--- src/hw/line_conv_pkg.sv ---
package line_conv_pkg;

    ////////////////////////////////////////
    // Engine sizes

    // Channels per pixel
    localparam int NUM_CHANNEL = 3;
    // Kernels computed side by side
    localparam int NUM_KERNEL  = 4;
    // Kernel width, one tap PE per tap
    localparam int NUM_TAPS    = 3;

    localparam int ACT_W  = 8;
    localparam int WGT_W  = 8;
    localparam int PSUM_W = 20;
    localparam int POS_W  = 8;

    ////////////////////////////////////////
    // Element types

    // Unsigned activation
    typedef logic [ACT_W-1:0]  act_t;
    // Signed weight, sign applied at the multiplier
    typedef logic [WGT_W-1:0]  wgt_t;
    typedef logic [PSUM_W-1:0] psum_t;
    typedef logic [POS_W-1:0]  pos_t;

    ////////////////////////////////////////
    // Bus types

    // Channel 0 in the low bits
    typedef act_t [NUM_CHANNEL-1:0] pixel_t;

    // Indexed [kernel][channel], kernel 0 in the low bits
    typedef wgt_t [NUM_KERNEL-1:0][NUM_CHANNEL-1:0] tap_weight_t;

    typedef psum_t [NUM_KERNEL-1:0] psum_vec_t;

    // Slot 0 holds the oldest pixel
    typedef pixel_t [NUM_TAPS-1:0] window_t;

    // Engine configuration, held stable after reset
    typedef struct packed {
        logic enable;
        pos_t line_width;
        pos_t frame_lines;
    } conf_t;

endpackage

--- src/hw/tap_pe.sv ---
`timescale 1ns/1ps

module tap_pe import line_conv_pkg::*; (
    input  logic        clk,
    input  logic        rst,
    input  pixel_t      i_pixel,
    input  tap_weight_t i_weight,
    input  logic        i_val,
    input  logic        i_line_last,
    output psum_vec_t   o_psum,
    output logic        o_val,
    output logic        o_line_last
);

    psum_vec_t dot;
    psum_vec_t psum_q;
    logic      val_q;
    logic      line_last_q;

    ////////////////////////////////////////
    // Channel dot product per kernel

    always_comb begin : dot_calc
        logic signed [PSUM_W-1:0] prod;
        logic signed [PSUM_W-1:0] acc;
        for (int k = 0; k < NUM_KERNEL; k++) begin
            acc = '0;
            for (int c = 0; c < NUM_CHANNEL; c++) begin
                // Zero-extend activation so the product stays signed
                prod = $signed({1'b0, i_pixel[c]}) * $signed(i_weight[k][c]);
                acc  = acc + prod;
            end
            dot[k] = acc;
        end
    end

    always_ff @(posedge clk) begin
        if (i_val) begin
            psum_q <= dot;
        end
    end

    // Flags follow the window every cycle
    always_ff @(posedge clk) begin
        if (rst) begin
            val_q       <= 1'b0;
            line_last_q <= 1'b0;
        end else begin
            val_q       <= i_val;
            line_last_q <= i_line_last;
        end
    end

    assign o_psum      = psum_q;
    assign o_val       = val_q;
    assign o_line_last = line_last_q;

endmodule

--- config.mk ---
export PLATFORM = sky130hd
export DESIGN_NAME = tap_pe
export DESIGN_NICKNAME = d
export VERILOG_FILES = /design/src/hw/line_conv_pkg.sv /design/src/hw/tap_pe.sv
export SDC_FILE = /design/constraint.sdc
export NUM_CORES = 2
export LEC_CHECK = 0
export BUFFER_PORTS_ARGS = -buffer_cell sky130_fd_sc_hd__buf_2
export CAP_MARGIN = 20
export CELL_PAD_IN_SITES_DETAIL_PLACEMENT = 1
export CELL_PAD_IN_SITES_GLOBAL_PLACEMENT = 2
export CORE_ASPECT_RATIO = 0.5
export CORE_MARGIN = 8
export CORE_UTILIZATION = 25
export CTS_CLUSTER_DIAMETER = 40
export CTS_CLUSTER_SIZE = 40
export DETAILED_ROUTE_END_ITERATION = 10
export PLACE_DENSITY = 0.54
export SLEW_MARGIN = 20
export SYNTH_ARGS = -nofsm -noshare
export SYNTH_HDL_FRONTEND = slang
export SYNTH_SLANG_ARGS = --single-unit
--- constraint.sdc ---
create_clock -name clk -period 8.1 [get_ports clk]
set_input_delay 0 -clock clk [delete_from_list [all_inputs] [get_ports clk]]
set_output_delay 0 -clock clk [all_outputs]
set_load 0.03 [all_outputs]
== After elaboration in Yosys (flattened, before gate mapping) ==
Index checks and enable logic that the tools add are counted.
W data, S select, Z words.

* Add/sub/neg operators: 8
* Multipliers: 12
* Divide/modulo/power cells: 0
* Magnitude comparators: 0
* Equality and inequality tests: 0
* Shifts and indexed selects: 0
* Multiplexer cells: 0
* Bitwise operators: 0
* Reduce and logical (&&, ||, !) cells: 0

{| class="wikitable"
|+ Operators by type and width
! cell !! count
|-
| $mul A9 B8 Y17 || 12
|-
| $add A18 B17 Y19 || 4
|-
| $add A17 B17 Y18 || 4
|}

* Flip-flop bits (word level): 82
* Bits in latches: 0
* RAM bits: 0
* Memory bits (read-only): 0
* Bits of input ports: 124
* Output and inout bits: 82
* Word-level logic and storage cells: 26
* Memories: 0

== Logic depth before layout (Yosys ltp) ==
* Depth after elaboration: 3
* Gate-level depth with buffers: 25

== Least setup slack after synthesis ==
Ideal clock, no wire load.

* Kind: input port to flip-flop
* Start point: in i_pixel[2] in the netlist's numbering
* End point: reg psum_q, in the netlist o_psum[17], data pin
* Setup time: 259 ps
* Arrival: 5667 ps
* Data required time: 7841 ps
* Path slack: 2174 ps
* Stages: 21
* Cell sequence: clkbuf_1 > nand2_1 > fa_1 > inv_1 > fa_1 > inv_1 > fa_1 > fa_1 > inv_1 > fa_1 > inv_1 > fa_1 > inv_1 > fa_1 > ha_1 > nor2b_1 > o31ai_1 > a21oi_1 > nor4_1 > mux2_2 > a211o_1

{| class="wikitable"
|+ RTL lines
! element !! RTL line !! text
|-
| start, declared || tap_pe.sv:6 || <nowiki>input pixel_t i_pixel,</nowiki>
|-
| end signal, assigned || tap_pe.sv:39 || <nowiki>psum_q <= dot;</nowiki>
|-
| end, declared || tap_pe.sv:16 || <nowiki>psum_vec_t psum_q;</nowiki>
|}

==> results by group <==
Routing
  • M1 WL: 49.4 mm
  • Vias per Instance: 4.20
  • # DRC: 0
  • Routed Antenna Nets: 0
  • Routed len/inst: 19.8 um
  • Final wirelength: 103 mm
  • DR WL met3: 3.16 mm
  • Top sig layer: met5
  • First-pass detailed-route iteration total: 5
  • Routed wl met2: 48.8 mm
  • Via count: 21800
  • Starting DRT DRC Count: 863

Die
  • Core area: 124000 sq um
  • Ports: 206
  • Die X: 516 um
  • Row count: 91
  • Starting Density: 0.253
  • Die area: 137000 sq um
  • DIE HEIGHT: 266 um

Outcome
  • Outcome: finished, final reports clean

Place
  • HPWL after DPL: 87.6 mm
  • IO buf count: 205
  • GP Congestion: 0.799
  • Placed cell areas: 34200 sq um

STA
  • # setup viols final: 0
  • Fmax: 0.158 GHz
  • Least-Margin Pin Slew: 1040 ps
  • TNS Setup: 0 ps
  • Fin Hold WS: 86.7 ps
  • Max-slew violations: 0
  • Final Hold Fails: 0
  • Slew HR: 0.305
  • Min Tclk post-route: 6340 ps
  • Final worst path period share: 0.783
  • Unrepaired setup endpoints after global routing: false

Hold path
  • HP Start: i_val
  • Worst Hold End: o_psum[75]
  • Hold crit path type: in -> reg
  • Hold path cells: 1

Synth
  • Async SR Flop Fraction: 0
  • List of most frequent post-synthesis cells: 958 x inv_1, 664 x fa_1, 444 x ha_1
  • Yosys top cell area share: 0.426
  • Post-synth EDFFs: 76
  • Sequential share of the synthesized area: 0.0744
  • Largest area contributor in the netlist: fa_1
  • Synth Net Count: 4563
  • Yosys cell types: 57
  • Top post-synthesis cells by area: fa_1 43%, ha_1 18%, inv_1 12%
  • Post-Synthesis Cells: 3331
  • Area of the mapped netlist: 31200 sq um
  • Most used DFF post-synth: edfxtp_1
  • Most frequent cell after synthesis: inv_1
  • Seq cells post-synth: 78
  • Avg Cell Area, Syn: 9.37 sq um
  • Synth Warn #: 0

Worst setup path
  • Worst EP required: 8290 ps
  • Crit-path slowest cell: fa_1
  • Worst Path Arrival: 6530 ps
  • CP bufs+invs: 7
  • Cell family with most CP delay: adder cells
  • Worst stage delay on the critical path: 540 ps
  • Worst setup path class: in -> reg
  • Crit end category: flop
  • Worst-path cell chain: buf_2 > buf_4 > nand2_1 > fa_1 > inv_1 > fa_1 > inv_1 > fa_1 > fa_1 > inv_1 > fa_1 > inv_1 > fa_1 > inv_1 > fa_1 > ha_1 > o21ai_0 > o21bai_1 > a2111oi_2 > o221ai_1 > a311oi_2 > xnor2_1
  • Crit-path most repeated cell: fa_1
  • CP max FO: 17
  • CP startpoint kind: primary input

CTS
  • Post-CTS Resized: 0
  • CTS tree: yes
  • CTS root buf: clkbuf_16
  • Clock sinks: 78
  • Clock Tree Buf Depth: 2
  • TritonCTS Buffers: 9
  • H-tree levels: 3
  • Total setup buffers inserted after CTS: 0
  • Clock transition at the registers of the reported paths: 70 ps

Layout
  • Fin nets: 4726
  • Fillcell total: 14400
  • Design area: 34500 sq um
  • Final core occ: 0.280
  • Layout area overhead: 10.7%
  • Ratio of cells with drive above 1 in the final layout: 0.0746

GRT
  • Grt total ovfl: 0
  • Global Route Usage Sum: 0.155
  • Vias in the first global route: 25700
  • First-pass GRT wire length: 161 mm
  • Initial antenna violation count: 20
  • Largest net degree at the start of global routing: 43

Flow run
  • Max-Cap Viols: 0
## metrics by stage
step,setup slack (ps),instances
after floorplan,2170,3331
after CTS,1760,5173
final,1760,5185
after global placement,1350,5155
after global routing,1480,5175
after detailed placement,1300,5155
## cell families after synthesis
logic type      Yosys count  share of synthesized area
compound gates          158                     0.0340
xor+xnor                 60                     0.0168
flops                    78                     0.0744
buf+inv                1048                      0.127
fa+ha+maj              1108                      0.604
mux                       1                   0.000361
simple gates            878                      0.144
## repair_timing
action,in CTS,in global routing
hold buffers,2,0
endpoints found under the setup margin,0,0
endpoints found under the hold margin,2,0
## per-layer routing
layer  GRT usage  vias to the layer above
met4      0.0212                        6
met1       0.217                    11400
li1            -                    10100
met2       0.263                      218
met3      0.0205                       65
met5           0                        -
## cells in the final DEF, fill, tap and decap left out, drive strengths merged, types with 9 or more instances in the layout
master	instances
nor3	11
a31oi	9
edfxtp	76
buf	236
nor2	93
nand3	12
o21ai	29
a21oi	44
nand2b	33
fa	664
a211oi	9
inv	958
xor2	14
nand2	305
xnor2	46
diode	12
clkbuf	12
a21o	19
and2	397
ha	444
## flip-flops by register name (all words and copies together), names as in the netlist
register     flops
o_line_last      1
o_val            1
o_psum          76
## worst max-delay path by stage
stage / from / to / slack, ps / cells past startpoint
floorplan: i_pixel[2] / o_psum[17] / 2170 / 21
global placement: i_pixel[0] / o_psum[17] / 1350 / 21
detailed placement: i_pixel[0] / o_psum[17] / 1300 / 21
CTS: i_pixel[0] / o_psum[78] / 1760 / 22
global route: i_pixel[13] / o_psum[17] / 1480 / 21
finish: i_pixel[0] / o_psum[78] / 1760 / 22
## area by class of cell
class / count / area, sq um / share of cell area
Multi-Input combinational cell: 2205 / 24900 / 0.722
Inverter: 962 / 3610 / 0.105
Sequential cell: 78 / 2320 / 0.0672
Tap cell: 1674 / 2090 / 0.0606
Timing Repair Buffer: 238 / 1280 / 0.0371
Clock buffer: 12 / 256 / 0.00742
Antenna cell: 12 / 30.0 / 0.000869
Clock inverter: 4 / 22.5 / 0.000652
Power is left out: the tool's default activity adds up to more than one toggle a clock period on the data nets, which glitch-free logic cannot reach.
