<file path="config.mk">
export PLATFORM = sky130hd
export DESIGN_NAME = psum_reducer
export DESIGN_NICKNAME = d
export VERILOG_FILES = /design/src/hw/line_conv_pkg.sv /design/src/hw/psum_reducer.sv
export SDC_FILE = /design/constraint.sdc
export NUM_CORES = 1
export LEC_CHECK = 0
export CORE_MARGIN = 2
export CORE_UTILIZATION = 49
export CTS_CLUSTER_SIZE = 30
export DETAILED_ROUTE_END_ITERATION = 6
export DONT_BUFFER_PORTS = 1
export MAX_ROUTING_LAYER = met4
export SETUP_SLACK_MARGIN = 0.2
export SLEW_MARGIN = 40
export SYNTH_ARGS = -nofsm -noshare
export SYNTH_HDL_FRONTEND = slang
export SYNTH_SLANG_ARGS = --single-unit
</file>
<file path="constraint.sdc">
create_clock -name clk -period 6.6 [get_ports clk]
set_input_delay 0.33 -clock clk [delete_from_list [all_inputs] [get_ports clk]]
set_output_delay 0.33 -clock clk [all_outputs]
set_load 0.01 [all_outputs]
</file>
<file path="src/hw/line_conv_pkg.sv">
package line_conv_pkg;

    ////////////////////////////////////////
    // Engine sizes

    // Channels per pixel
    localparam int NUM_CHANNEL = 3;
    // Kernels computed side by side
    localparam int NUM_KERNEL  = 4;
    // Kernel width, one tap PE per tap
    localparam int NUM_TAPS    = 3;

    localparam int ACT_W  = 8;
    localparam int WGT_W  = 8;
    localparam int PSUM_W = 20;
    localparam int POS_W  = 8;

    ////////////////////////////////////////
    // Element types

    // Unsigned activation
    typedef logic [ACT_W-1:0]  act_t;
    // Signed weight, sign applied at the multiplier
    typedef logic [WGT_W-1:0]  wgt_t;
    typedef logic [PSUM_W-1:0] psum_t;
    typedef logic [POS_W-1:0]  pos_t;

    ////////////////////////////////////////
    // Bus types

    // Channel 0 in the low bits
    typedef act_t [NUM_CHANNEL-1:0] pixel_t;

    // Indexed [kernel][channel], kernel 0 in the low bits
    typedef wgt_t [NUM_KERNEL-1:0][NUM_CHANNEL-1:0] tap_weight_t;

    typedef psum_t [NUM_KERNEL-1:0] psum_vec_t;

    // Slot 0 holds the oldest pixel
    typedef pixel_t [NUM_TAPS-1:0] window_t;

    // Engine configuration, held stable after reset
    typedef struct packed {
        logic enable;
        pos_t line_width;
        pos_t frame_lines;
    } conf_t;

endpackage

</file>
<file path="src/hw/psum_reducer.sv">
`timescale 1ns/1ps

module psum_reducer import line_conv_pkg::*; (
    input  logic      clk,
    input  logic      rst,
    input  pos_t      i_frame_lines,
    input  psum_vec_t i_tap_psum [NUM_TAPS],
    input  logic      i_val,
    input  logic      i_line_last,
    output psum_vec_t o_psum,
    output logic      o_psum_val,
    output logic      o_psum_end
);

    psum_vec_t tap_sum;
    psum_vec_t psum_q;
    logic      psum_val_q;
    logic      psum_end_q;
    pos_t      line_cnt;
    logic      line_done;
    logic      frame_done;

    ////////////////////////////////////////
    // Cross-tap sum per kernel

    always_comb begin : tap_add
        logic signed [PSUM_W-1:0] acc;
        for (int k = 0; k < NUM_KERNEL; k++) begin
            acc = '0;
            for (int t = 0; t < NUM_TAPS; t++) begin
                acc = acc + $signed(i_tap_psum[t][k]);
            end
            tap_sum[k] = acc;
        end
    end

    always_ff @(posedge clk) begin
        if (i_val) begin
            psum_q <= tap_sum;
        end
    end

    ////////////////////////////////////////
    // Line count and frame end

    assign line_done  = i_val && i_line_last;
    assign frame_done = (line_cnt == i_frame_lines - 1'b1);

    always_ff @(posedge clk) begin
        if (rst) begin
            psum_val_q <= 1'b0;
            psum_end_q <= 1'b0;
            line_cnt   <= '0;
        end else begin
            psum_val_q <= i_val;
            // Marks the last output of the frame's final line
            psum_end_q <= line_done && frame_done;
            if (line_done) begin
                line_cnt <= frame_done ? '0 : line_cnt + 1'b1;
            end
        end
    end

    assign o_psum     = psum_q;
    assign o_psum_val = psum_val_q;
    assign o_psum_end = psum_end_q;

endmodule

</file>
# Word-level counts from Yosys, hierarchy flattened
# Cells that the tools add are included.
dict set report totals {
  word_cells 21
  input_bits 252
  ff_bits 90
}
dict set report classes {
  mux 1
  addsub 10
  eq_ne 1
  reduce_logical 2
}
# cell count
set op_table {}
lappend op_table {{adder 20 bit} 8}
lappend op_table {{adder 8 x 1 -> 8 bit, second input constant} 1}
lappend op_table {{equality test 8 bit} 1}
lappend op_table {{2-to-1 mux 8 bit} 1}
lappend op_table {{subtractor 8 x 1 -> 8 bit, second input constant} 1}
lappend op_table {{logical AND 1 bit} 2}

# Depth between registers and ports, before layout
dict set report logic_depth {
  depth_word 3
  depth_mapped 13
}

# Least setup slack after synthesis
# No wires, ideal clock.
dict set report synth_timing {
  path_type {input port to flip-flop}
  from {input i_tap_psum[21] (netlist bit)}
  to {register psum_q (netlist bit o_psum[37]), data pin}
  arrival_ps 2747
  setup_slack_ps 3716
  stages 11
  setup_ps 137
  path_cell_list {fa_1 ha_1 inv_1 fa_1 nand2b_1 a211oi_2 nor3_2 o21bai_4 a31oi_2 or4b_1 nand4_1}
}
# item line
set synth_rtl {}
lappend synth_rtl {{start, declared} psum_reducer.sv:7} ;# input psum_vec_t i_tap_psum [NUM_TAPS],
lappend synth_rtl {{end signal, assigned} psum_reducer.sv:39} ;# psum_q <= tap_sum;
lappend synth_rtl {{end, declared} psum_reducer.sv:16} ;# psum_vec_t psum_q;

# Final worst setup path
dict set report layout_timing {
  from {input i_tap_psum[61] (netlist bit)}
  to {register psum_q (netlist bit o_psum[79]), data pin}
}
dict set report layout_via {
  elab_chain_cells 1
}
# item line
set layout_lines {}
lappend layout_lines {{adder 20 bit} psum_reducer.sv:31} ;# acc = acc + $signed(i_tap_psum[t][k]);
lappend layout_lines {{via tap_add.acc[19]} psum_reducer.sv:27} ;# logic signed [PSUM_W-1:0] acc;
# The timed path passes the listed nets, and every way through them passes these cells.
# A chain may end at the register's enable or synchronous reset.

==> flow_summary_export.csv <==
group,metric,value,unit
clocking,cts_setup_buffers,0,
timing,worst_pin_slew,0.444,ns
critical_path,cp_num_buf_inv,1,
timing,rsz0062_at_grt,"false",
floorplan,core,17100,um2
timing,min_period_over_period,42.7,%
placed_design,gp_congestion,0.939,
power_and_ir_drop,p_leak,3.58,nW
layout,antennaDiodeCount,0,
drt,via_per_inst,5.94,
drt,vias,5916,
layout,nets,1172,
logic_synthesis,synthDistinctLibCells,73,
logic_synthesis,synthArstFlopShare,0,%
logic_synthesis,yosys_register_bits,90,
critical_path,critPathArrivalTime,2.93,ns
power_and_ir_drop,ir_worst_vdd,0.121,mV
floorplan,die_y,136,um
timing,fin_skew,0.00825,ns
logic_synthesis,syn_nets,1173,
placed_design,post_dp_cell_area,8740,um2
logic_synthesis,synth_top_flop_cell,"edfxtp_1",
worst_hold_path,hold_path.class,"in2reg",
floorplan,dieArea,18400,um2
timing,clock.fmax,355,MHz
clocking,path_clk_slew,0.07,ns
layout,layout-drive-gt1-share,6.10,%
timing,slew_headroom,69.6,%
clocking,cts_root_buf,"clkbuf_16",
timing,fin_crit,2.82,ns
timing,setup_viol,0,
floorplan,row_count,48,
power_and_ir_drop,powerDensity,278,nW/um2
critical_path,critPathSlowestCell,"fa_1",
floorplan,initial_core_util,49.7,%
layout,fillers,1529,
timing,setup_tns,0,ns
placed_design,dpl.hpwl,16400,um
layout,final_area,9040,um2
clocking,cts_tree,"yes",
critical_path,crit_family,"adder cells",
critical_path,required,6.71,ns
logic_synthesis,seq_area_frac_synth,30.6,%
clocking,clockBufferDepth,2,
drt,wl,19800,um
critical_path,crit_chain,"fa_1 -> ha_1 -> inv_1 -> fa_1 -> nor2b_1 -> o21ai_0 -> a21boi_1 -> o21ai_0 -> o21ai_1 -> o221ai_1 -> xnor2_1",
critical_path,critPathCaptureType,"flop",
clocking,postCtsHoldBufs,0,
critical_path,max_stage_delay,0.54,ns
drt,firstDrtPassIters,5,
drt,drtIter0Drc,343,
logic_synthesis,yosys-top-cells-area,"edfxtp_1 28%, fa_1 19%, ha_1 11%",
drt,drc,0,
floorplan,die_w,136,um
run,maxCapViolations,0,
logic_synthesis,avgSynthCellArea,11.1,um2
grt,grt_usage,22.0,%
logic_synthesis,yosysTopAreaCell,"edfxtp_1",
clocking,clock-sinks,90,
clocking,numCtsBuffers,9,
drt,wl_per_cell,19.9,um
logic_synthesis,synth_edf_count,80,
critical_path,path_class,"in2reg",
grt,antenna_found_initial,0,
clocking,clock_latency,0.35,ns
timing,slew_viol_final,0,
grt,grt_pass1_vias,5962,
logic_synthesis,yosysTopAreaCellShare,28.2,%
layout,area_growth,6.26,%
timing,hold_viol,0,
floorplan,io_pins,334,
grt,grt_overflow,0,
critical_path,cp_max_fo,4,
clocking,cts_max_level,3,
logic_synthesis,netlist_instances,767,
drt,ant_nets,0,
logic_synthesis,mappedNetlistArea,8510,um2
critical_path,critPathLaunchType,"input port",
clocking,cts_resized,0,
placed_design,portBuffers,0,
outcome,status,"finished, final reports clean",
grt,grt_pass1_wl,30300,um
grt,grt_max_degree,84,
logic_synthesis,yosysWarnings,0,
[per-layer routing]
metal | global-route usage, % | vias up | part of all wire [%]
li1 | - | 2789 | -
met3 | 3.93 | 26 | 7.0
met5 | - | - | 0
met1 | 27.5 | 2834 | 41
met4 | 7.87 | 0 | 1.9
met2 | 35.9 | 267 | 50
[report_power, final]
group	internal [mW]	switching [mW]	total, mW
sequential	0.837	0.150	0.988
combinational	0.446	0.536	0.982
clock	0.305	0.237	0.542
[through the flow]
step           hold slack [ns]  power [mW]  std cells  util (%)  setup WS (ns)
2_1_floorplan            0.392        1.74        767         -           3.72
3_3_place_gp             0.395        1.95        980      51.1           3.51
3_5_place_dp             0.398        1.97        980      51.1           3.45
4_1_cts                 0.0147        2.53        996      52.8           3.81
5_1_grt                 0.0176        2.68        996      52.8           3.61
6_report                0.0310        2.51        996      52.8           3.78
[cells in the final DEF (no fill, tap or decap), types with 11 or more instances in the layout]
cell,Yosys,routed
nand2_1,28,28
nand2b_1,16,16
a21oi_1,39,39
nand4_1,15,15
edfxtp_1,80,80
inv_1,53,53
a21o_1,25,25
nor3_1,12,12
o21a_1,19,19
nor2_1,50,50
ha_1,74,74
xor2_1,24,24
fa_1,80,80
o21ai_0,27,27
nand3_1,11,11
xnor2_1,58,58
[logic make-up (layout without fill, tap and decap cells)]
family | count (synthesis) | after routing | synth area share (%)
DFF | 90 | 90 | 30.6
muxes | 1 | 1 | 0.132
and+or+nand+nor | 184 | 184 | 11.5
adders and majority gates | 154 | 154 | 29.7
AOI/OAI and AO/OA | 190 | 190 | 16.5
buffers and inverters | 65 | 69 | 2.96
xor gates and xnor gates | 83 | 83 | 8.63
[sequential cells by signal, summed over array words and instances (netlist names)]
name and count:
line_cnt 8, o_psum 80, o_psum_end 1, o_psum_val 1
[Yosys cell counts (9+ instances only)]
cell,number
a21o_1,25
a21oi_1,39
a31oi_1,9
clkbuf_1,11
dfxtp_1,10
edfxtp_1,80
fa_1,80
ha_1,74
inv_1,53
nand2_1,28
nand2b_1,16
nand3_1,11
nand4_1,15
nor2_1,50
nor2b_1,9
nor3_1,12
o211ai_1,9
o21a_1,19
o21ai_0,27
xnor2_1,58
xor2_1,24
[final timing paths]
check / start / endpoint / slack, ns / cells past startpoint
setup / recovery: i_tap_psum[61] / o_psum[79] / 3.78 / 11
hold reg to reg: line_cnt[1] / line_cnt[1] / 0.56 / 2
setup reg to reg: line_cnt[7] / line_cnt[7] / 4.84 / 7
hold / removal: rst / line_cnt[1] / 0.03 / 1
[layout make-up]
class | count | area (um2) | area share (%)
Clock buffer | 10 | 239 | 2.64
Sequential cell | 90 | 2600 | 28.8
Tap cell | 225 | 282 | 3.11
Inverter | 53 | 199 | 2.20
Clock inverter | 6 | 65.1 | 0.720
Multi-Input combinational cell | 612 | 5660 | 62.5
Note: power is estimated with default switching activity, not from simulation.
