File: config.mk
export PLATFORM = sky130hd
export DESIGN_NAME = window_buffer
export DESIGN_NICKNAME = d
export VERILOG_FILES = /design/src/hw/line_conv_pkg.sv /design/src/hw/window_buffer.sv
export SDC_FILE = /design/constraint.sdc
export NUM_CORES = 1
export LEC_CHECK = 0
export BUFFER_PORTS_ARGS = -buffer_cell sky130_fd_sc_hd__buf_2
export CORE_ASPECT_RATIO = 1.75
export CORE_MARGIN = 2
export CORE_UTILIZATION = 42
export DETAILED_ROUTE_END_ITERATION = 7
export GPL_TIMING_DRIVEN = 0
export PLACE_DENSITY = 0.74
export SLEW_MARGIN = 15
export SYNTH_ARGS = -nofsm -noshare
export SYNTH_HDL_FRONTEND = slang
export SYNTH_SLANG_ARGS = --single-unit
File: constraint.sdc
create_clock -name clk -period 8.6 [get_ports clk]
set_input_delay 1.72 -clock clk [delete_from_list [all_inputs] [get_ports clk]]
set_output_delay 1.72 -clock clk [all_outputs]
set_load 0.005 [all_outputs]
File: src/hw/line_conv_pkg.sv
package line_conv_pkg;

    ////////////////////////////////////////
    // Engine sizes

    // Channels per pixel
    localparam int NUM_CHANNEL = 3;
    // Kernels computed side by side
    localparam int NUM_KERNEL  = 4;
    // Kernel width, one tap PE per tap
    localparam int NUM_TAPS    = 3;

    localparam int ACT_W  = 8;
    localparam int WGT_W  = 8;
    localparam int PSUM_W = 20;
    localparam int POS_W  = 8;

    ////////////////////////////////////////
    // Element types

    // Unsigned activation
    typedef logic [ACT_W-1:0]  act_t;
    // Signed weight, sign applied at the multiplier
    typedef logic [WGT_W-1:0]  wgt_t;
    typedef logic [PSUM_W-1:0] psum_t;
    typedef logic [POS_W-1:0]  pos_t;

    ////////////////////////////////////////
    // Bus types

    // Channel 0 in the low bits
    typedef act_t [NUM_CHANNEL-1:0] pixel_t;

    // Indexed [kernel][channel], kernel 0 in the low bits
    typedef wgt_t [NUM_KERNEL-1:0][NUM_CHANNEL-1:0] tap_weight_t;

    typedef psum_t [NUM_KERNEL-1:0] psum_vec_t;

    // Slot 0 holds the oldest pixel
    typedef pixel_t [NUM_TAPS-1:0] window_t;

    // Engine configuration, held stable after reset
    typedef struct packed {
        logic enable;
        pos_t line_width;
        pos_t frame_lines;
    } conf_t;

endpackage

File: src/hw/window_buffer.sv
`timescale 1ns/1ps

module window_buffer import line_conv_pkg::*; (
    input  logic    clk,
    input  logic    rst,
    input  logic    i_enable,
    input  logic    i_loaded,
    input  pos_t    i_line_width,
    input  pixel_t  i_data,
    input  logic    i_data_val,
    output logic    o_data_req,
    output logic    o_data_end,
    output window_t o_window,
    output logic    o_window_val,
    output logic    o_line_last
);

    logic    data_req;
    logic    data_accept;
    pos_t    pos;
    pos_t    last_pos;
    logic    at_line_end;
    logic    window_full;
    window_t window;
    logic    window_val;
    logic    line_last;

    assign data_accept = data_req && i_data_val;
    assign last_pos    = i_line_width - 1'b1;
    assign at_line_end = (pos == last_pos);

    // Earlier positions still hold pixels of the previous line
    assign window_full = (pos >= pos_t'(NUM_TAPS - 1));

    ////////////////////////////////////////
    // Data request level

    always_ff @(posedge clk) begin
        if (rst) begin
            data_req <= 1'b0;
        end else begin
            data_req <= i_enable && i_loaded;
        end
    end

    ////////////////////////////////////////
    // Position in line and window flags

    always_ff @(posedge clk) begin
        if (rst) begin
            pos        <= '0;
            window_val <= 1'b0;
            line_last  <= 1'b0;
        end else begin
            window_val <= data_accept && window_full;
            line_last  <= data_accept && at_line_end;
            if (data_accept) begin
                pos <= at_line_end ? '0 : pos + 1'b1;
            end
        end
    end

    ////////////////////////////////////////
    // Sliding window

    // Newest pixel enters the top slot, oldest drops out of slot 0
    always_ff @(posedge clk) begin
        if (data_accept) begin
            window <= {i_data, window[NUM_TAPS-1:1]};
        end
    end

    assign o_data_req   = data_req;
    assign o_data_end   = line_last;
    assign o_window     = window;
    assign o_window_val = window_val;
    assign o_line_last  = line_last;

endmodule

## After elaboration in Yosys (flattened, before gate mapping)

Cells that the tools add are included.

- Output and inout port bits: 76
- Logic and storage cells: 22
- Register bits: 83
- Bits of input ports: 37

- Equality and inequality tests: 1
- Order comparisons: 1
- Multiplexer cells: 1
- Add/sub/neg operators: 2
- Reductions and logical operators: 4

Operator list:

| kind | number |
|---|---|
| $add A8 B1 Y8 const B | 1 |
| $eq A8 B8 Y1 | 1 |
| $ge A8 B2 Y1 const B | 1 |
| $mux W8 | 1 |
| $sub A8 B1 Y8 const B | 1 |
| $logic_and A1 B1 Y1 | 4 |

## Logic depth before layout (Yosys ltp)

- Depth in word-level cells: 3
- Gate-level depth with buffers: 7

## Worst setup path after synthesis

Ideal clock, no wire load.

- Path type: in2reg
- Start: input port i_data_val
- End: register pos[2]
- Library setup time: 92 ps
- Buffers on the path: 0
- Cell stages on the path: 6
- Arrival time: 4217 ps
- Path slack: 4291 ps
- Cells stage by stage: nand2_1 > clkinv_1 > nand2_1 > xor2_1 > or3_1 > o32ai_1

- Cells in the longest elaborated chain, start to end: 1

Ends and longest elaborated chain:

| what | line | source |
|---|---|---|
| from (decl) | window_buffer.sv:10 | `input logic i_data_val,` |
| $logic_and A1 B1 Y1 | window_buffer.sv:28 | `assign data_accept = data_req && i_data_val;` |
| net data_accept | window_buffer.sv:19 | `logic data_accept;` |
| to (signal assigned) | window_buffer.sv:58 | `pos <= at_line_end ? '0 : pos + 1'b1;` |
| to (decl) | window_buffer.sv:20 | `pos_t pos;` |

The timed path passes the listed nets, and every way through them passes these cells.
A chain may end at the register's enable or synchronous reset.

## Worst setup path after layout

Same ends and word-level chain as after synthesis.

==> flow_metrics.tcl <==
set metrics [dict create \
    routed_wl_mm 5.739 \
    multi_input_area_um2 596.8 \
    total_power_mw 0.8552 \
    insertion_delay_ns 0.32 \
    pwr_density_cell_nw_per_um2 213.9 \
    hpwlAfterDp_mm 4.113 \
    synth_edf_count 72 \
    antenna_found_initial 0 \
    drt_iter0_markers 110 \
    period_share_pct 36.03 \
    clkTransAtPathRegs_ns 0.06 \
    fin_skew_ns 0.006087 \
    r2r_end "pos[2]" \
    period_minus_slack_ns 3.098 \
    synthCells 173 \
    use_met1_pct 15.75 \
    n_antenna_cell 0 \
    finalMaxSlewViolations 0 \
    r2r_cells 6 \
    wl_per_cell_um 14.83 \
    path_max_fanout 79 \
    rrSetupSlack_ns 6.60 \
    setup_viol 0 \
    ioPinCount 113 \
    nNetsFinal 336 \
    root_buffer "clkbuf_16" \
    vias 1947 \
    grt_max_degree 80 \
    grt_overflow_total 0 \
    status "finished, final reports clean" \
    arrival_ns 3.28 \
    initial_core_util_pct 42.59 \
    hold-path-cell-count 0 \
    drc 0 \
    post-cts-setup-buffers 0 \
    syn_nets 213 \
    cts.sinks 83 \
    die_area_um2 7953 \
    maxCapViolCount 0 \
    die_x_um 68.28 \
    use_met3_pct 7.322 \
    regArea_um2 2382 \
    synth_adder_area_share_pct 1.236 \
    peakVddDrop_uv 104.4 \
    cp.required_ns 8.79 \
    setup_tns_ns 0 \
    cts_resized 0 \
    grt_use_met2_pct 23.50 \
    hold_viol 0 \
    h-tree-depth 3 \
    coreArea_um2 7131 \
    hold_path_end "o_window[27]" \
    synthFlopType "edfxtp_1" \
    io_buffers 112 \
    cp_num_buf_inv 2 \
    synth_area_um2 3037 \
    synth-seq-area-share_pct 78.45 \
    synth-compound-area-share_pct 4.944 \
    slowest_delay_ns 0.47 \
    synth-simple-area-share_pct 7.623 \
    async_flop_share_pct 0 \
    relSlewSlack_pct 54.84 \
    fmax_mhz 322.8 \
    synth_top_family_by_area "simple AND/OR/NAND/NOR gates" \
    hp-class "flop to flop" \
    clock_path_buffers 2 \
    top_usage_layer "met2" \
    path_delay_family "buffers and inverters" \
    drive_gt1_share_pct 46.51 \
    cts_hold_buf 0 \
    critPathKind "input port to flop" \
    ys_warn_count 0 \
    grtUsageTotal_pct 14.84 \
    setup.worst_path.end_class "flop" \
    fp-row-count 41 \
    cts_tree "done" \
    cp_slowest_cell "clkinv_4" \
    min-delay-start "o_window[51]" \
    synth_cell_types 37 \
    worst_slew_pin_slew_ns 0.6774 \
    cts_made_buffers 9 \
    rsz0062_at_grt "no" \
    gp_congestion 0.8995 \
    drtPass1Iterations 4 \
    first_global_vias 1793 \
    ys_ff_latch 83 \
    via_per_inst 5.031 \
    power.leakage_nw 1.576 \
    path_cells "buf_2, nand2_1, clkinv_4, o211a_1, o211ai_2, nor2_2, o32ai_1" \
    synth_xor_area_share_pct 5.150 \
    grt_pass1_wl_mm 8.473 \
    start_kind "input port" \
    crit-reg2reg-launch "o_data_req" \
    nFillCells 606 \
    ant_nets 0 \
    synth.avg_cell_area_um2 17.55 \
    area_growth_pct 31.64 \
    fp.dieH_um 116.5 \
    synthMuxAreaShare_pct 0.7005 \
]
-- cell usage in the layout, fill, tap and decap left out, types with 2 or more instances in the layout --
cell type,netlist,layout
o22ai_1,2,2
buf_2,1,113
a211oi_1,2,2
clkbuf_1,0,2
nor2_1,4,4
nor4_1,2,2
edfxtp_1,72,72
clkbuf_16,0,9
o21ai_0,4,4
xnor2_1,9,9
or3_1,4,4
ha_1,3,3
nand2_1,8,8
buf_4,2,2
and3_1,2,2
a21oi_1,2,2
dfxtp_1,11,11
nand3_1,7,7
clkinvlp_4,0,2
nand4_1,3,3
clkinv_2,0,2
nor3_1,2,2
o32ai_1,4,4
xor2_1,7,7
inv_1,5,5
o211a_1,2,2
-- metal layers --
metal  vias up  share of wire (%)
met1       919                 34
li1        912                  -
met4         0                1.8
met2       106                 53
met5         -                  0
met3        10                 11
-- logic make-up (layout without fill, tap and decap cells) --
family,Yosys count,count (layout)
buffers and inverters,10,138
flip-flops,83,83
adder cells (fa/ha/maj),3,3
multiplexers,2,2
AND/OR/NAND/NOR,38,38
AO/OA/AOI/OAI,20,20
XOR/XNOR,17,17
-- cell usage after synthesis (2+ instances only) --
master    count  area [µm²]
edfxtp_1     72        2162
dfxtp_1      11       220.2
xnor2_1       9       78.83
nand2_1       8       30.03
nand3_1       7       35.03
xor2_1        7       61.31
inv_1         5       18.77
nor2_1        4       15.01
o21ai_0       4       20.02
o32ai_1       4       35.03
or3_1         4       25.02
ha_1          3       37.54
nand4_1       3       18.77
a211oi_1      2       15.01
a21oi_1       2       10.01
and3_1        2       12.51
buf_4         2       15.01
nor3_1        2       10.01
nor4_1        2       12.51
o211a_1       2       20.02
o22ai_1       2       12.51
-- sequential cells by signal, summed over array words and instances (netlist names) --
| name | count |
|---|---|
| o_data_end | 1 |
| pos | 8 |
| o_window_val | 1 |
| o_data_req | 1 |
| o_window | 72 |
-- worst max-delay path by stage --
stage	cells past startpoint	from	endpoint	slack, ns
4_1_cts	7	i_data_val	pos[2]	5.52
6_report	7	i_data_val	pos[2]	5.50
3_3_place_gp	6	i_data_val	pos[1]	3.44
5_1_grt	7	i_data_val	pos[2]	5.31
2_1_floorplan	6	i_data_val	pos[2]	4.29
3_5_place_dp	7	i_data_val	pos[3]	5.18
-- area by class of cell --
cell class	count	share of cell area, %
inverters	6	0.6886
clock inverters	5	1.377
clock buffers	11	5.822
repair buffers	112	14.02
well taps	86	2.692
plain buffers	4	0.8764
multi-input cells	80	14.93
flip-flops and latches	83	59.59
-- stage by stage --
stage	utilization, %	cells	worst slack (ns)	instance area, µm²	hold WS (ns)
3_3_place_gp	51.96	371	3.443	3705	0.4246
2_1_floorplan	-	173	4.291	3037	0.4521
4_1_cts	56.06	387	5.520	3998	0.4418
5_1_grt	56.06	387	5.309	3998	0.4483
3_5_place_dp	52.03	371	5.176	3710	0.4279
6_report	56.06	387	5.502	3998	0.4424
-- report_power, final --
part	leakage [nW]	switching [mW]	internal [mW]	total, mW
clock	0.136	0.140	0.224	0.364
sequential	0.743	0.00669	0.444	0.451
combinational	0.697	0.0216	0.0189	0.0404
(Power assumes the default switching activity.)
