===== config.mk =====
export PLATFORM = sky130hd
export DESIGN_NAME = weight_store
export DESIGN_NICKNAME = d
export VERILOG_FILES = /design/src/hw/line_conv_pkg.sv /design/src/hw/weight_store.sv
export SDC_FILE = /design/constraint.sdc
export NUM_CORES = 1
export LEC_CHECK = 0
export BUFFER_PORTS_ARGS = -buffer_cell sky130_fd_sc_hd__buf_2
export CAP_MARGIN = 20
export CORE_AREA = 10 10 160 162
export DETAILED_ROUTE_END_ITERATION = 6
export DIE_AREA = 0 0 170 172
export MAX_ROUTING_LAYER = met4
export PLACE_DENSITY = 0.69
export SYNTH_ARGS = -nofsm -noshare
export SYNTH_HDL_FRONTEND = slang
export SYNTH_SLANG_ARGS = --single-unit

===== constraint.sdc =====
create_clock -name clk -period 3.1 [get_ports clk]
set_clock_uncertainty 0.15 [all_clocks]
set_input_delay 0.155 -clock clk [delete_from_list [all_inputs] [get_ports clk]]
set_output_delay 0.155 -clock clk [all_outputs]
set_load 0.03 [all_outputs]

===== src/hw/line_conv_pkg.sv =====
package line_conv_pkg;

    ////////////////////////////////////////
    // Engine sizes

    // Channels per pixel
    localparam int NUM_CHANNEL = 3;
    // Kernels computed side by side
    localparam int NUM_KERNEL  = 4;
    // Kernel width, one tap PE per tap
    localparam int NUM_TAPS    = 3;

    localparam int ACT_W  = 8;
    localparam int WGT_W  = 8;
    localparam int PSUM_W = 20;
    localparam int POS_W  = 8;

    ////////////////////////////////////////
    // Element types

    // Unsigned activation
    typedef logic [ACT_W-1:0]  act_t;
    // Signed weight, sign applied at the multiplier
    typedef logic [WGT_W-1:0]  wgt_t;
    typedef logic [PSUM_W-1:0] psum_t;
    typedef logic [POS_W-1:0]  pos_t;

    ////////////////////////////////////////
    // Bus types

    // Channel 0 in the low bits
    typedef act_t [NUM_CHANNEL-1:0] pixel_t;

    // Indexed [kernel][channel], kernel 0 in the low bits
    typedef wgt_t [NUM_KERNEL-1:0][NUM_CHANNEL-1:0] tap_weight_t;

    typedef psum_t [NUM_KERNEL-1:0] psum_vec_t;

    // Slot 0 holds the oldest pixel
    typedef pixel_t [NUM_TAPS-1:0] window_t;

    // Engine configuration, held stable after reset
    typedef struct packed {
        logic enable;
        pos_t line_width;
        pos_t frame_lines;
    } conf_t;

endpackage


===== src/hw/weight_store.sv =====
`timescale 1ns/1ps

module weight_store import line_conv_pkg::*; (
    input  logic        clk,
    input  logic        rst,
    input  logic        i_enable,
    input  tap_weight_t i_weight,
    input  logic        i_weight_val,
    output logic        o_weight_req,
    output tap_weight_t o_weights [NUM_TAPS],
    output logic        o_loaded
);

    localparam int IDX_W = (NUM_TAPS > 1) ? $clog2(NUM_TAPS) : 1;

    logic             weight_req;
    logic             loaded;
    logic [IDX_W-1:0] tap_idx;
    logic             weight_accept;
    logic             last_tap;
    tap_weight_t      weight_mem [NUM_TAPS];

    assign weight_accept = weight_req && i_weight_val;
    assign last_tap      = (tap_idx == IDX_W'(NUM_TAPS - 1));

    ////////////////////////////////////////
    // Request and tap index

    always_ff @(posedge clk) begin
        if (rst) begin
            weight_req <= 1'b0;
            loaded     <= 1'b0;
            tap_idx    <= '0;
        end else if (weight_accept) begin
            if (last_tap) begin
                // Last word in, stop asking for good
                weight_req <= 1'b0;
                loaded     <= 1'b1;
                tap_idx    <= '0;
            end else begin
                tap_idx <= tap_idx + 1'b1;
            end
        end else if (i_enable && !loaded) begin
            weight_req <= 1'b1;
        end
    end

    ////////////////////////////////////////
    // Weight words, one slot per tap

    always_ff @(posedge clk) begin
        if (weight_accept) begin
            weight_mem[tap_idx] <= i_weight;
        end
    end

    assign o_weight_req = weight_req;
    assign o_weights    = weight_mem;
    assign o_loaded     = loaded;

endmodule


After elaboration in Yosys (flattened, before gate mapping)
Index checks and enable logic that the tools add are counted.
{"block": "classes", "addsub": 1, "magnitude_cmp": 2, "n_eq_ne": 2, "n_mux": 7, "n_bitwise": 1, "n_reduce_logical": 7}
{"cell": "bitwise mux 288 bit", "count": 1}
{"cell": "demux 96 bit (select 2 bit)", "count": 1}
{"cell": "2-to-1 mux 96 bit", "count": 1}
{"cell": "AND reduction 2 bit", "count": 2}
{"cell": "greater-or-equal comparator 3 bit (second input constant)", "count": 1}
{"cell": "logical AND 1 bit", "count": 3}
{"cell": "less-than comparator 3 x 1 -> 1 bit (second input constant)", "count": 1}
{"cell": "2-to-1 mux 1 bit", "count": 3}
{"cell": "NOT 2 -> 3 bit", "count": 1}
{"cell": "adder 2 x 1 -> 2 bit (second input constant)", "count": 1}
{"cell": "== test 2 bit (second input constant)", "count": 1}
{"cell": "2-to-1 mux 2 bit", "count": 1}
{"cell": "!= test 2 x 1 -> 1 bit (second input constant)", "count": 1}
{"cell": "nonzero test 2 bit", "count": 1}
{"cell": "zero test 1 bit", "count": 1}
{"block": "totals", "reg_bits": 292, "output_inout_bits": 290, "elab_cells": 59}

Depth between registers and ports, before layout
Gate-level depths: netlist of the first run.
{"block": "logic_depth", "word_depth": 6, "mapped_depth": 2, "mapped_depth_nobuf": 2}

Worst setup path after synthesis of the first run
Ideal clock, no wire load.
{"block": "synth_timing", "kind": "reg2reg", "start": "register weight_req (netlist: o_weight_req)", "end": "register weight_mem, in the netlist o_weights[100], enable pin", "setup_time_ps": 449, "arrival_time_ps": 2626, "t_required_ps": 2501, "path_slack_ps": -126, "path_stages_with_launch": 3, "path_buffers": 0, "period_less_slack_ps": 3226, "cell_sequence": "dfxtp_1 > nand4b_1 > inv_1"}
{"block": "synth_via", "elab_chain_len": 1}
{"element": "from (decl)", "line": "weight_store.sv:16", "source": "logic weight_req;"}
{"element": "from (signal assigned)", "line": "weight_store.sv:31", "source": "weight_req <= 1'b0;"}
{"element": "from (signal assigned)", "line": "weight_store.sv:37", "source": "weight_req <= 1'b0;"}
{"element": "from (signal assigned)", "line": "weight_store.sv:44", "source": "weight_req <= 1'b1;"}
{"element": "logical AND 1 bit", "line": "weight_store.sv:23", "source": "assign weight_accept = weight_req && i_weight_val;"}
{"element": "to (signal, indexed assignment)", "line": "weight_store.sv:53", "source": "weight_mem[tap_idx] <= i_weight;"}
{"element": "to (decl)", "line": "weight_store.sv:21", "source": "tap_weight_t weight_mem [NUM_TAPS];"}
No other way between the ends.
A chain may end at the register's enable or synchronous reset.

Worst setup path in the final report of the first run
{"block": "layout_timing", "start": "register weight_req (netlist: o_weight_req)", "end": "register weight_req (netlist: o_weight_req)"}
{"block": "layout_via", "elab_chain_len": 3}
{"element": "logical AND 1 bit (*)", "line": "weight_store.sv:23"}
{"element": "!= test 2 x 1 -> 1 bit (no line) or nonzero test 2 bit (tied branches)"}
{"element": "AND reduction 2 bit (no line)"}
Mark *: on every way between the ends. The rest lies on a longest branch, timed or not.

==> impl_metrics.tcl, run 1 <==
set metrics [dict create \
    cp_num_buf_inv 2 \
    critPathRequiredTime_ns 3.35 \
    wl_per_cell_um 21.3 \
    cts_root_buffer "clkbuf_16" \
    std_cell_rows 55 \
    final.period_utilization_pct 67.3 \
    grt_use_met1_pct 16.0 \
    grt_busiest_layer "met2" \
    finalCriticalPeriod_ns 2.08 \
    yosys.area.top_type "edfxtp_1" \
    clock_power_share_pct 39.3 \
    worst-path-max-fanout 98 \
    postRouteAntennaNets 0 \
    grt_overflow_total 0 \
    ys_ff_latch 292 \
    setup_viol 0 \
    tightest_slew_ns 0.762 \
    hp-class "in2reg" \
    cts_tree "yes" \
    sw_frac_of_total_pct 20.6 \
    grt_pass1_vias 5611 \
    port-buffer-count 389 \
    cp_top_family "buffers and inverters" \
    end_kind "flop" \
    drtIter0Drc 291 \
    synth_edf_count 288 \
    clk_latency_ns 0.52 \
    timing.fmax_ghz 0.480 \
    cts_buffer_depth 3 \
    grt_start_max_net_pins 99 \
    crit_path_start_kind "flop" \
    seq_power_share_pct 55.1 \
    yosysMostFrequentCell "edfxtp_1" \
    syn_avg_cell_area_um2 29.0 \
    finalPower_w 0.00806 \
    grt_pass1_wl_um 34600 \
    wirelength_um 24200 \
    syn_inst 305 \
    setup_tns_ns 0 \
    drive_gt1_share_pct 51.5 \
    synth_cell_types 11 \
    p_int_w 0.00640 \
    nNetsFinal 928 \
    yosysWarnings 0 \
    via_count 5139 \
    htree_levels 1 \
    power_density_mw_per_mm2 617 \
    cpMaxStageDelayCell "dlygate4sd3_1" \
    synth_flop_cell "edfxtp_1" \
    num_io_pins 390 \
    synth_top_area_share_pct 97.9 \
    drv_slew 0 \
    path_clk_slew_ns 0.06 \
    status "complete, no violations" \
    p_switching_w 0.00166 \
    clkSinkCount 292 \
    firstDrtPassIters 6 \
    p_leak_nw 5.08 \
    worstPathCellList "and4b_4, buf_12, a211oi_2, dlygate4sd3_1" \
    power_frac_comb_pct 5.6 \
    antenna_found_initial 2 \
    max_stage_delay_ns 0.58 \
    viasPerCell 4.52 \
    chipHeight_um 172 \
    synthTopCellsByArea "edfxtp_1 (98%), dfxtp_1 (0.91%), a21bo_2 (0.23%)" \
    rsz0062_at_grt "no" \
    syn-num-nets 405 \
    ir_drop_mv 0.442 \
    max-slew-margin-rel_pct 49.2 \
    area_growth_pct 48.0 \
    worst-setup-path-type "reg2reg" \
    postSynth.asyncResetShare_pct 0 \
    hpwl_um 16200 \
    cts_buffers 29 \
    drc 0 \
    start_util_pct 39.5 \
    grt.total_usage_pct 16.0 \
    post_synth_instance_area_mm2 0.00883 \
    grtUsageMet2_pct 28.0 \
    grt_use_met3_pct 6.13 \
    ys_seq_area_share_pct 98.8 \
    cp.arrival_ns 2.34 \
    die_w_um 170 \
    gp_congestion 0.774 \
    design.core.area_mm2 0.0224 \
    synthTopCellsByCount "edfxtp_1 (288), dfxtp_1 (4), inv_1 (3)" \
    die_area_mm2 0.0292 \
    hold_violations 0 \
    drv_cap 0 \
]
[cell type report]
type | instances | area (um^2)
Antenna cell | 2 | 5.00
Clock buffer | 35 | 748
Clock inverter | 18 | 128
Fill cell | 1614 | 9300
Inverter | 3 | 18.8
Multi-Input combinational cell | 10 | 92.6
Sequential cell | 292 | 8730
Tap cell | 285 | 357
Timing Repair Buffer | 492 | 2990
[cell families after synthesis]
| logic type | synth area share, % |
|---|---|
| compound gates | 0.595 |
| buf+inv | 0.127 |
| simple gates | 0.453 |
| flops | 98.8 |
[power groups by stage]
| stage | Combinational, W | Sequential (W) | Clock (W) |
|---|---|---|---|
| global route | 0.000478 | 0.00444 | 0.00342 |
| global placement | 0.000341 | 0.00452 | 0 |
| detailed placement | 0.000351 | 0.00452 | 0 |
| floorplan | 0.0000314 | 0.00466 | 0 |
| finish | 0.000452 | 0.00444 | 0.00317 |
| CTS | 0.000452 | 0.00444 | 0.00326 |
[sequential cells by signal, indices dropped and copies added (netlist names)]
| register | count |
|---|---|
| o_loaded | 1 |
| o_weight_req | 1 |
| o_weights | 288 |
| tap_idx | 2 |
[cell usage in the layout, fill, tap and decap left out, types with 2 or more instances in the layout]
master,count
clkbuf_16,29
a21bo_2,2
clkinvlp_4,3
edfxtp_1,288
dlygate4sd3_1,99
buf_4,2
clkinv_1,9
clkbuf_1,6
a21oi_1,2
clkinv_2,4
dfxtp_1,4
buf_2,389
diode_2,2
buf_12,2
[routing by layer]
layer  share of wire (%)  up-vias
met5                   0        -
met4                 3.1        0
met3                  11       53
met2                  52      287
met1                  34     2500
li1                    -     2299
[per-stage QoR]
stage	hold slack, ns	area (um^2)	cells	setup WS, ns	util, %
after global placement	0.203	11200	983	1.24	50.1
final	0.220	13100	1137	1.02	58.4
after detailed placement	0.210	11200	983	1.19	50.1
after CTS	0.184	13100	1135	0.982	58.4
after floorplan	0.0696	8840	305	0.474	-
after global routing	0.204	13100	1137	0.873	58.4
[timing repair]
item	in CTS	in global routing
gates resized for setup	0	0
endpoints found under the hold margin	292	0
hold buffers	99	0
buffers inserted	0	0
[path summary, 6_finish.rpt]
path                              startpoint       endpoint  slack [ns]  depth (start not counted)
worst max-delay path            o_weight_req   o_weight_req        1.02                          4
worst min-delay path            i_weight[17]  o_weights[17]        0.22                          2
worst max register to register  o_weight_req   o_weight_req        1.02                          4
worst min register to register      o_loaded       o_loaded        0.37                          1
No activity file was read; power rests on OpenSTA's default activity.
==> run 2, diff against run 1 <==
--- a/config.mk
+++ b/config.mk
@@ -11,7 +11,7 @@
 export DETAILED_ROUTE_END_ITERATION = 6
 export DIE_AREA = 0 0 170 172
 export MAX_ROUTING_LAYER = met4
-export PLACE_DENSITY = 0.69
+export PLACE_DENSITY = 0.67
 export SYNTH_ARGS = -nofsm -noshare
 export SYNTH_HDL_FRONTEND = slang
 export SYNTH_SLANG_ARGS = --single-unit
==> constraint.sdc (replaced) <==
create_clock -name clk -period 2.2 [get_ports clk]
set_clock_uncertainty 0.15 [all_clocks]
set_input_delay 0.11 -clock clk [delete_from_list [all_inputs] [get_ports clk]]
set_output_delay 0.11 -clock clk [all_outputs]
set_load 0.03 [all_outputs]
==> run 2 against run 1 <==
Sequential share of layout area shrank 0.46 points. Cell count is essentially flat. Design area grew 0.74%. Clock power grew 47%. Largest cell class unchanged. Count of clock-buffer cells in the layout grew 1. Total power grew 43%. Die area is the same. Global-route usage shrank 0.16 points. Via count shrank 0.21%. Register-to-register slack lost 0.58 ns. Combinational power grew 42%.
==> impl_metrics.tcl, run 2 (same netlist as run 1, synthesis figures left out) <==
set metrics [dict create \
    start_util_pct 39.5 \
    cts_buffer_depth 3 \
    status "complete, no violations" \
    cpMaxStageDelayCell "dlygate4sd3_1" \
    finalCriticalPeriod_ns 1.77 \
    worst-path-max-fanout 15 \
    hp-start "i_weight[12]" \
    critPathRequiredTime_ns 2.46 \
    cp_num_buf_inv 1 \
    setup_viol 0 \
    largest_reg_flops 288 \
    grt_pass1_vias 5628 \
    gp_congestion 0.788 \
    antenna_found_initial 0 \
    max-slew-margin-rel_pct 77.2 \
    cp.arrival_ns 2.03 \
    final.period_utilization_pct 80.4 \
    grt_pass1_wl_um 34300 \
    worst-setup-path-type "reg2reg" \
    drtIter0Drc 340 \
    finalPower_w 0.0116 \
    diodes 0 \
    cp_top_family "buffers and inverters" \
    drv_slew 0 \
    post-place-ws_ns 0.549 \
    finish.instance_area_mm2 0.0132 \
    tightest_slew_ns 0.341 \
    hp-class "in2reg" \
    fillerInstances 1621 \
    wirelength_um 24200 \
    area_growth_pct 49.1 \
    worstPathCellList "and4b_4, a211oi_2, dlygate4sd3_1" \
    via_count 5128 \
    num_io_pins 390 \
    hold_violations 0 \
    drive_gt1_share_pct 51.9 \
    design.core.area_mm2 0.0224 \
    end_kind "flop" \
    nNetsFinal 930 \
    port-buffer-count 389 \
    wl_per_cell_um 21.3 \
    chipHeight_um 172 \
    hpwl_um 16800 \
    grt.total_usage_pct 15.8 \
    startpoint "tap_idx[0]" \
    viasPerCell 4.51 \
    clkSinkCount 292 \
    setup_tns_ns 0 \
    ir_drop_mv 0.549 \
    die_w_um 170 \
    cts_root_buffer "clkbuf_16" \
    std_cell_rows 55 \
    timing.fmax_ghz 0.565 \
    grt_overflow_total 0 \
    cts_buffers 29 \
    rsz0062_at_grt "no" \
    path_clk_slew_ns 0.06 \
    post_cts_resized 0 \
    timing.rr.start "tap_idx[0]" \
    die_area_mm2 0.0292 \
    crit_path_start_kind "flop" \
    p_leak_nw 5.11 \
    postRouteAntennaNets 0 \
    worst_slack_ns 0.431 \
    drv_cap 0 \
    firstDrtPassIters 4 \
    htree_levels 1 \
    clk_latency_ns 0.52 \
    holdWs_ns 0.175 \
    grt_start_max_net_pins 56 \
    drc 0 \
    power_density_mw_per_mm2 878 \
    max_stage_delay_ns 0.56 \
    layout_common_cells "buf_2 (389), edfxtp_1 (288), dlygate4sd3_1 (99), clkbuf_16 (29), clkbuf_1 (7)" \
    cts_tree "yes" \
    dpl_cell_area_mm2 0.0113 \
    layout_commonest_cell "buf_2" \
]
run 2: layout make-up:
class	instances	area, um^2	share of cell area (%)
Sequential cell	292	8730	66.3
Timing Repair Buffer	494	3060	23.2
Clock buffer	36	752	5.71
Tap cell	285	357	2.71
Clock inverter	16	156	1.19
Multi-Input combinational cell	10	92.6	0.703
Inverter	3	18.8	0.143
run 2: worst reg2reg max path, delay by kind of cell, from the launching register on:
kind	cells	cell delay [ns]
compound gates	1	0.08
flops	1	0.33
buf+inv	1	0.56
simple gates	1	0.53
run 2: final timing paths:
| path | end | slack, ns | cells after the start |
|---|---|---|---|
| worst max-delay path | o_weight_req | 0.43 | 3 |
| worst min-delay path | o_weights[12] | 0.17 | 2 |
| worst max register to register | o_weight_req | 0.43 | 3 |
| worst min register to register | o_loaded | 0.37 | 1 |
run 2: what timing repair did:
item | in CTS | in global routing
hold buffers | 99 | 0
hold endpoints to repair | 292 | 0
setup buffers | 0 | 0
run 2: stage by stage:
step	util, %	instances
detailed placement	50.4	985
floorplan	-	305
global placement	50.4	985
global route	58.9	1136
finish	58.9	1136
CTS	58.9	1136
run 2: power by group:
part	total [W]	internal, W	switching, W	leakage, nW
registers	0.00626	0.00623	0.0000271	2.65
logic	0.000644	0.000252	0.000392	2.03
clock network	0.00466	0.00276	0.00189	0.437
run 2: per-layer routing:
layer | wire length (um) | vias to the layer above | track usage, %
li1 | - | 2301 | -
met1 | 8350 | 2465 | 16.7
met2 | 12600 | 310 | 27.4
met3 | 2490 | 52 | 5.22
met4 | 697 | 0 | 5.80
met5 | 0 | - | -
==> run 3, diff against run 2 <==
==> constraint.sdc (replaced) <==
create_clock -name clk -period 1.7 [get_ports clk]
set_clock_uncertainty 0.15 [all_clocks]
set_input_delay 0.085 -clock clk [delete_from_list [all_inputs] [get_ports clk]]
set_output_delay 0.085 -clock clk [all_outputs]
set_load 0.03 [all_outputs]
==> run 3 against run 2 <==
Count of clock-buffer cells in the layout up 2. Routed wire length down 1.4%. Clock power is 22% higher. Core utilization shrank 0.26 points. Via count up 1.3%. Die area unchanged. Register-to-register slack got worse by 0.31 ns. Fmax up 12%. Non-clock buffer count unchanged. First-iteration DRC count is 5.6% higher.
==> impl_metrics.tcl, run 3 (same netlist as run 1, synthesis figures left out) <==
set metrics [dict create \
    grt_pass1_wl_um 34400 \
    dpl.cell_count 985 \
    fin_cells 1134 \
    ir_drop_mv 0.929 \
    htree_levels 1 \
    drive_gt1_share_pct 51.6 \
    drv_slew 0 \
    port-buffer-count 389 \
    max_stage_delay_ns 0.32 \
    die_w_um 170 \
    area_growth_pct 48.4 \
    finish.instance_area_mm2 0.0131 \
    critPathRequiredTime_ns 1.74 \
    cpMaxStageDelayCell "dfxtp_1" \
    wirelength_um 23800 \
    hp-start "i_weight[33]" \
    dpl_cell_area_mm2 0.0113 \
    clkSinkCount 292 \
    worstPathCellList "nand4bb_1, clkinvlp_4, buf_12" \
    sw_frac_of_total_pct 20.2 \
    cp.arrival_ns 1.62 \
    wl_per_cell_um 21.0 \
    timing.fmax_ghz 0.632 \
    layout_common_cells "buf_2 (389), edfxtp_1 (288), dlygate4sd3_1 (99), clkbuf_16 (29), clkbuf_1 (9)" \
    cp_top_family "buffers and inverters" \
    cts_buffer_depth 3 \
    grt_start_max_net_pins 52 \
    hp-class "in2reg" \
    rsz0062_at_grt "no" \
    chipHeight_um 172 \
    post_cts_resized 0 \
    cts_tree "yes" \
    min_to "o_weights[225]" \
    status "complete, no violations" \
    via_count 5194 \
    diodes 0 \
    start_util_pct 39.5 \
    p_leak_nw 5.08 \
    power_frac_comb_pct 5.7 \
    std_cell_rows 55 \
    finalCriticalPeriod_ns 1.58 \
    p_switching_w 0.00295 \
    min_path_cells 2 \
    worst-setup-path-type "reg2reg" \
    num_io_pins 390 \
    design.core.area_mm2 0.0224 \
    die_area_mm2 0.0292 \
    drv_cap 0 \
    layout_commonest_cell "buf_2" \
    antenna_found_initial 0 \
    power_density_mw_per_mm2 1110 \
    crit_path_start_kind "flop" \
    path_clk_slew_ns 0.06 \
    hold_violations 0 \
    fin_util_pct 58.6 \
    timing.rr.start "tap_idx[0]" \
    largest_reg_flops 288 \
    clock_power_share_pct 38.9 \
    gp_congestion 0.789 \
    setup_viol 0 \
    viasPerCell 4.58 \
    cts_buffers 29 \
    r2r_cells 3 \
    rr_endpoint "o_weights[253]" \
    drc 0 \
    tightest_slew_ns 0.332 \
    nNetsFinal 930 \
    clk_latency_ns 0.53 \
    cts_root_buffer "clkbuf_16" \
    seq_power_share_pct 55.5 \
    drtIter0Drc 359 \
    end_kind "flop" \
    cp_num_buf_inv 2 \
    final.period_utilization_pct 93.1 \
    grt_pass1_vias 5681 \
    firstDrtPassIters 4 \
    worst-path-max-fanout 51 \
    grt.total_usage_pct 15.8 \
    postRouteAntennaNets 0 \
    hpwl_um 16500 \
    r2r_slack_ns 0.12 \
    max-slew-margin-rel_pct 77.9 \
    grt_overflow_total 0 \
    p_int_w 0.0117 \
]
[run 3: layout make-up]
cell class	instances	area, um^2
clock buffer	38	759
tap	285	357
sequential	292	8730
fill	1613	9260
clock inverter	12	83.8
multi-input combinational	10	98.8
inverter	3	18.8
timing repair buffer	494	3060
[run 3: layer usage]
metal  global-route usage, %  vias up  share of wire, %
li1                        -     2301                 -
met1                    16.8     2540                35
met2                    27.1      297                52
met3                    5.38       56                10
met4                    5.87        0               3.5
met5                       -        -                 0
[run 3: timing repair]
item | CTS | global route
buffers inserted | 0 | 0
hold buffers | 99 | 0
endpoints found under the hold margin | 292 | 0
[run 3: stage by stage]
step	TNS (ns)	hold slack, ns	power (W)	worst slack (ns)
after floorplan	-180.11	-0.00134	0.00855	-0.814
after global placement	0	0.134	0.00887	0.161
after detailed placement	0	0.138	0.00889	0.140
after CTS	0	0.116	0.0148	0.128
after global routing	0	0.130	0.0151	0.0437
final	0	0.141	0.0146	0.117
[run 3: power groups by stage]
stage	clock network (W)	logic, W	registers [W]
detailed placement	0	0.000645	0.00825
floorplan	0	0.0000578	0.00849
finish	0.00568	0.000826	0.00810
global route	0.00611	0.000877	0.00810
CTS	0.00583	0.000829	0.00810
global placement	0	0.000630	0.00824
[run 3: how the worst max path moves through the flow]
stage	start	end	slack, ns	depth (start not counted)
2_1_floorplan	o_weight_req	o_weights[192]	-0.81	2
3_3_place_gp	tap_idx[0]	o_weights[230]	0.16	3
3_5_place_dp	tap_idx[0]	o_weights[271]	0.14	3
4_1_cts	tap_idx[0]	o_weights[240]	0.13	3
5_1_grt	tap_idx[0]	o_weights[271]	0.04	3
6_report	tap_idx[0]	o_weights[253]	0.12	3
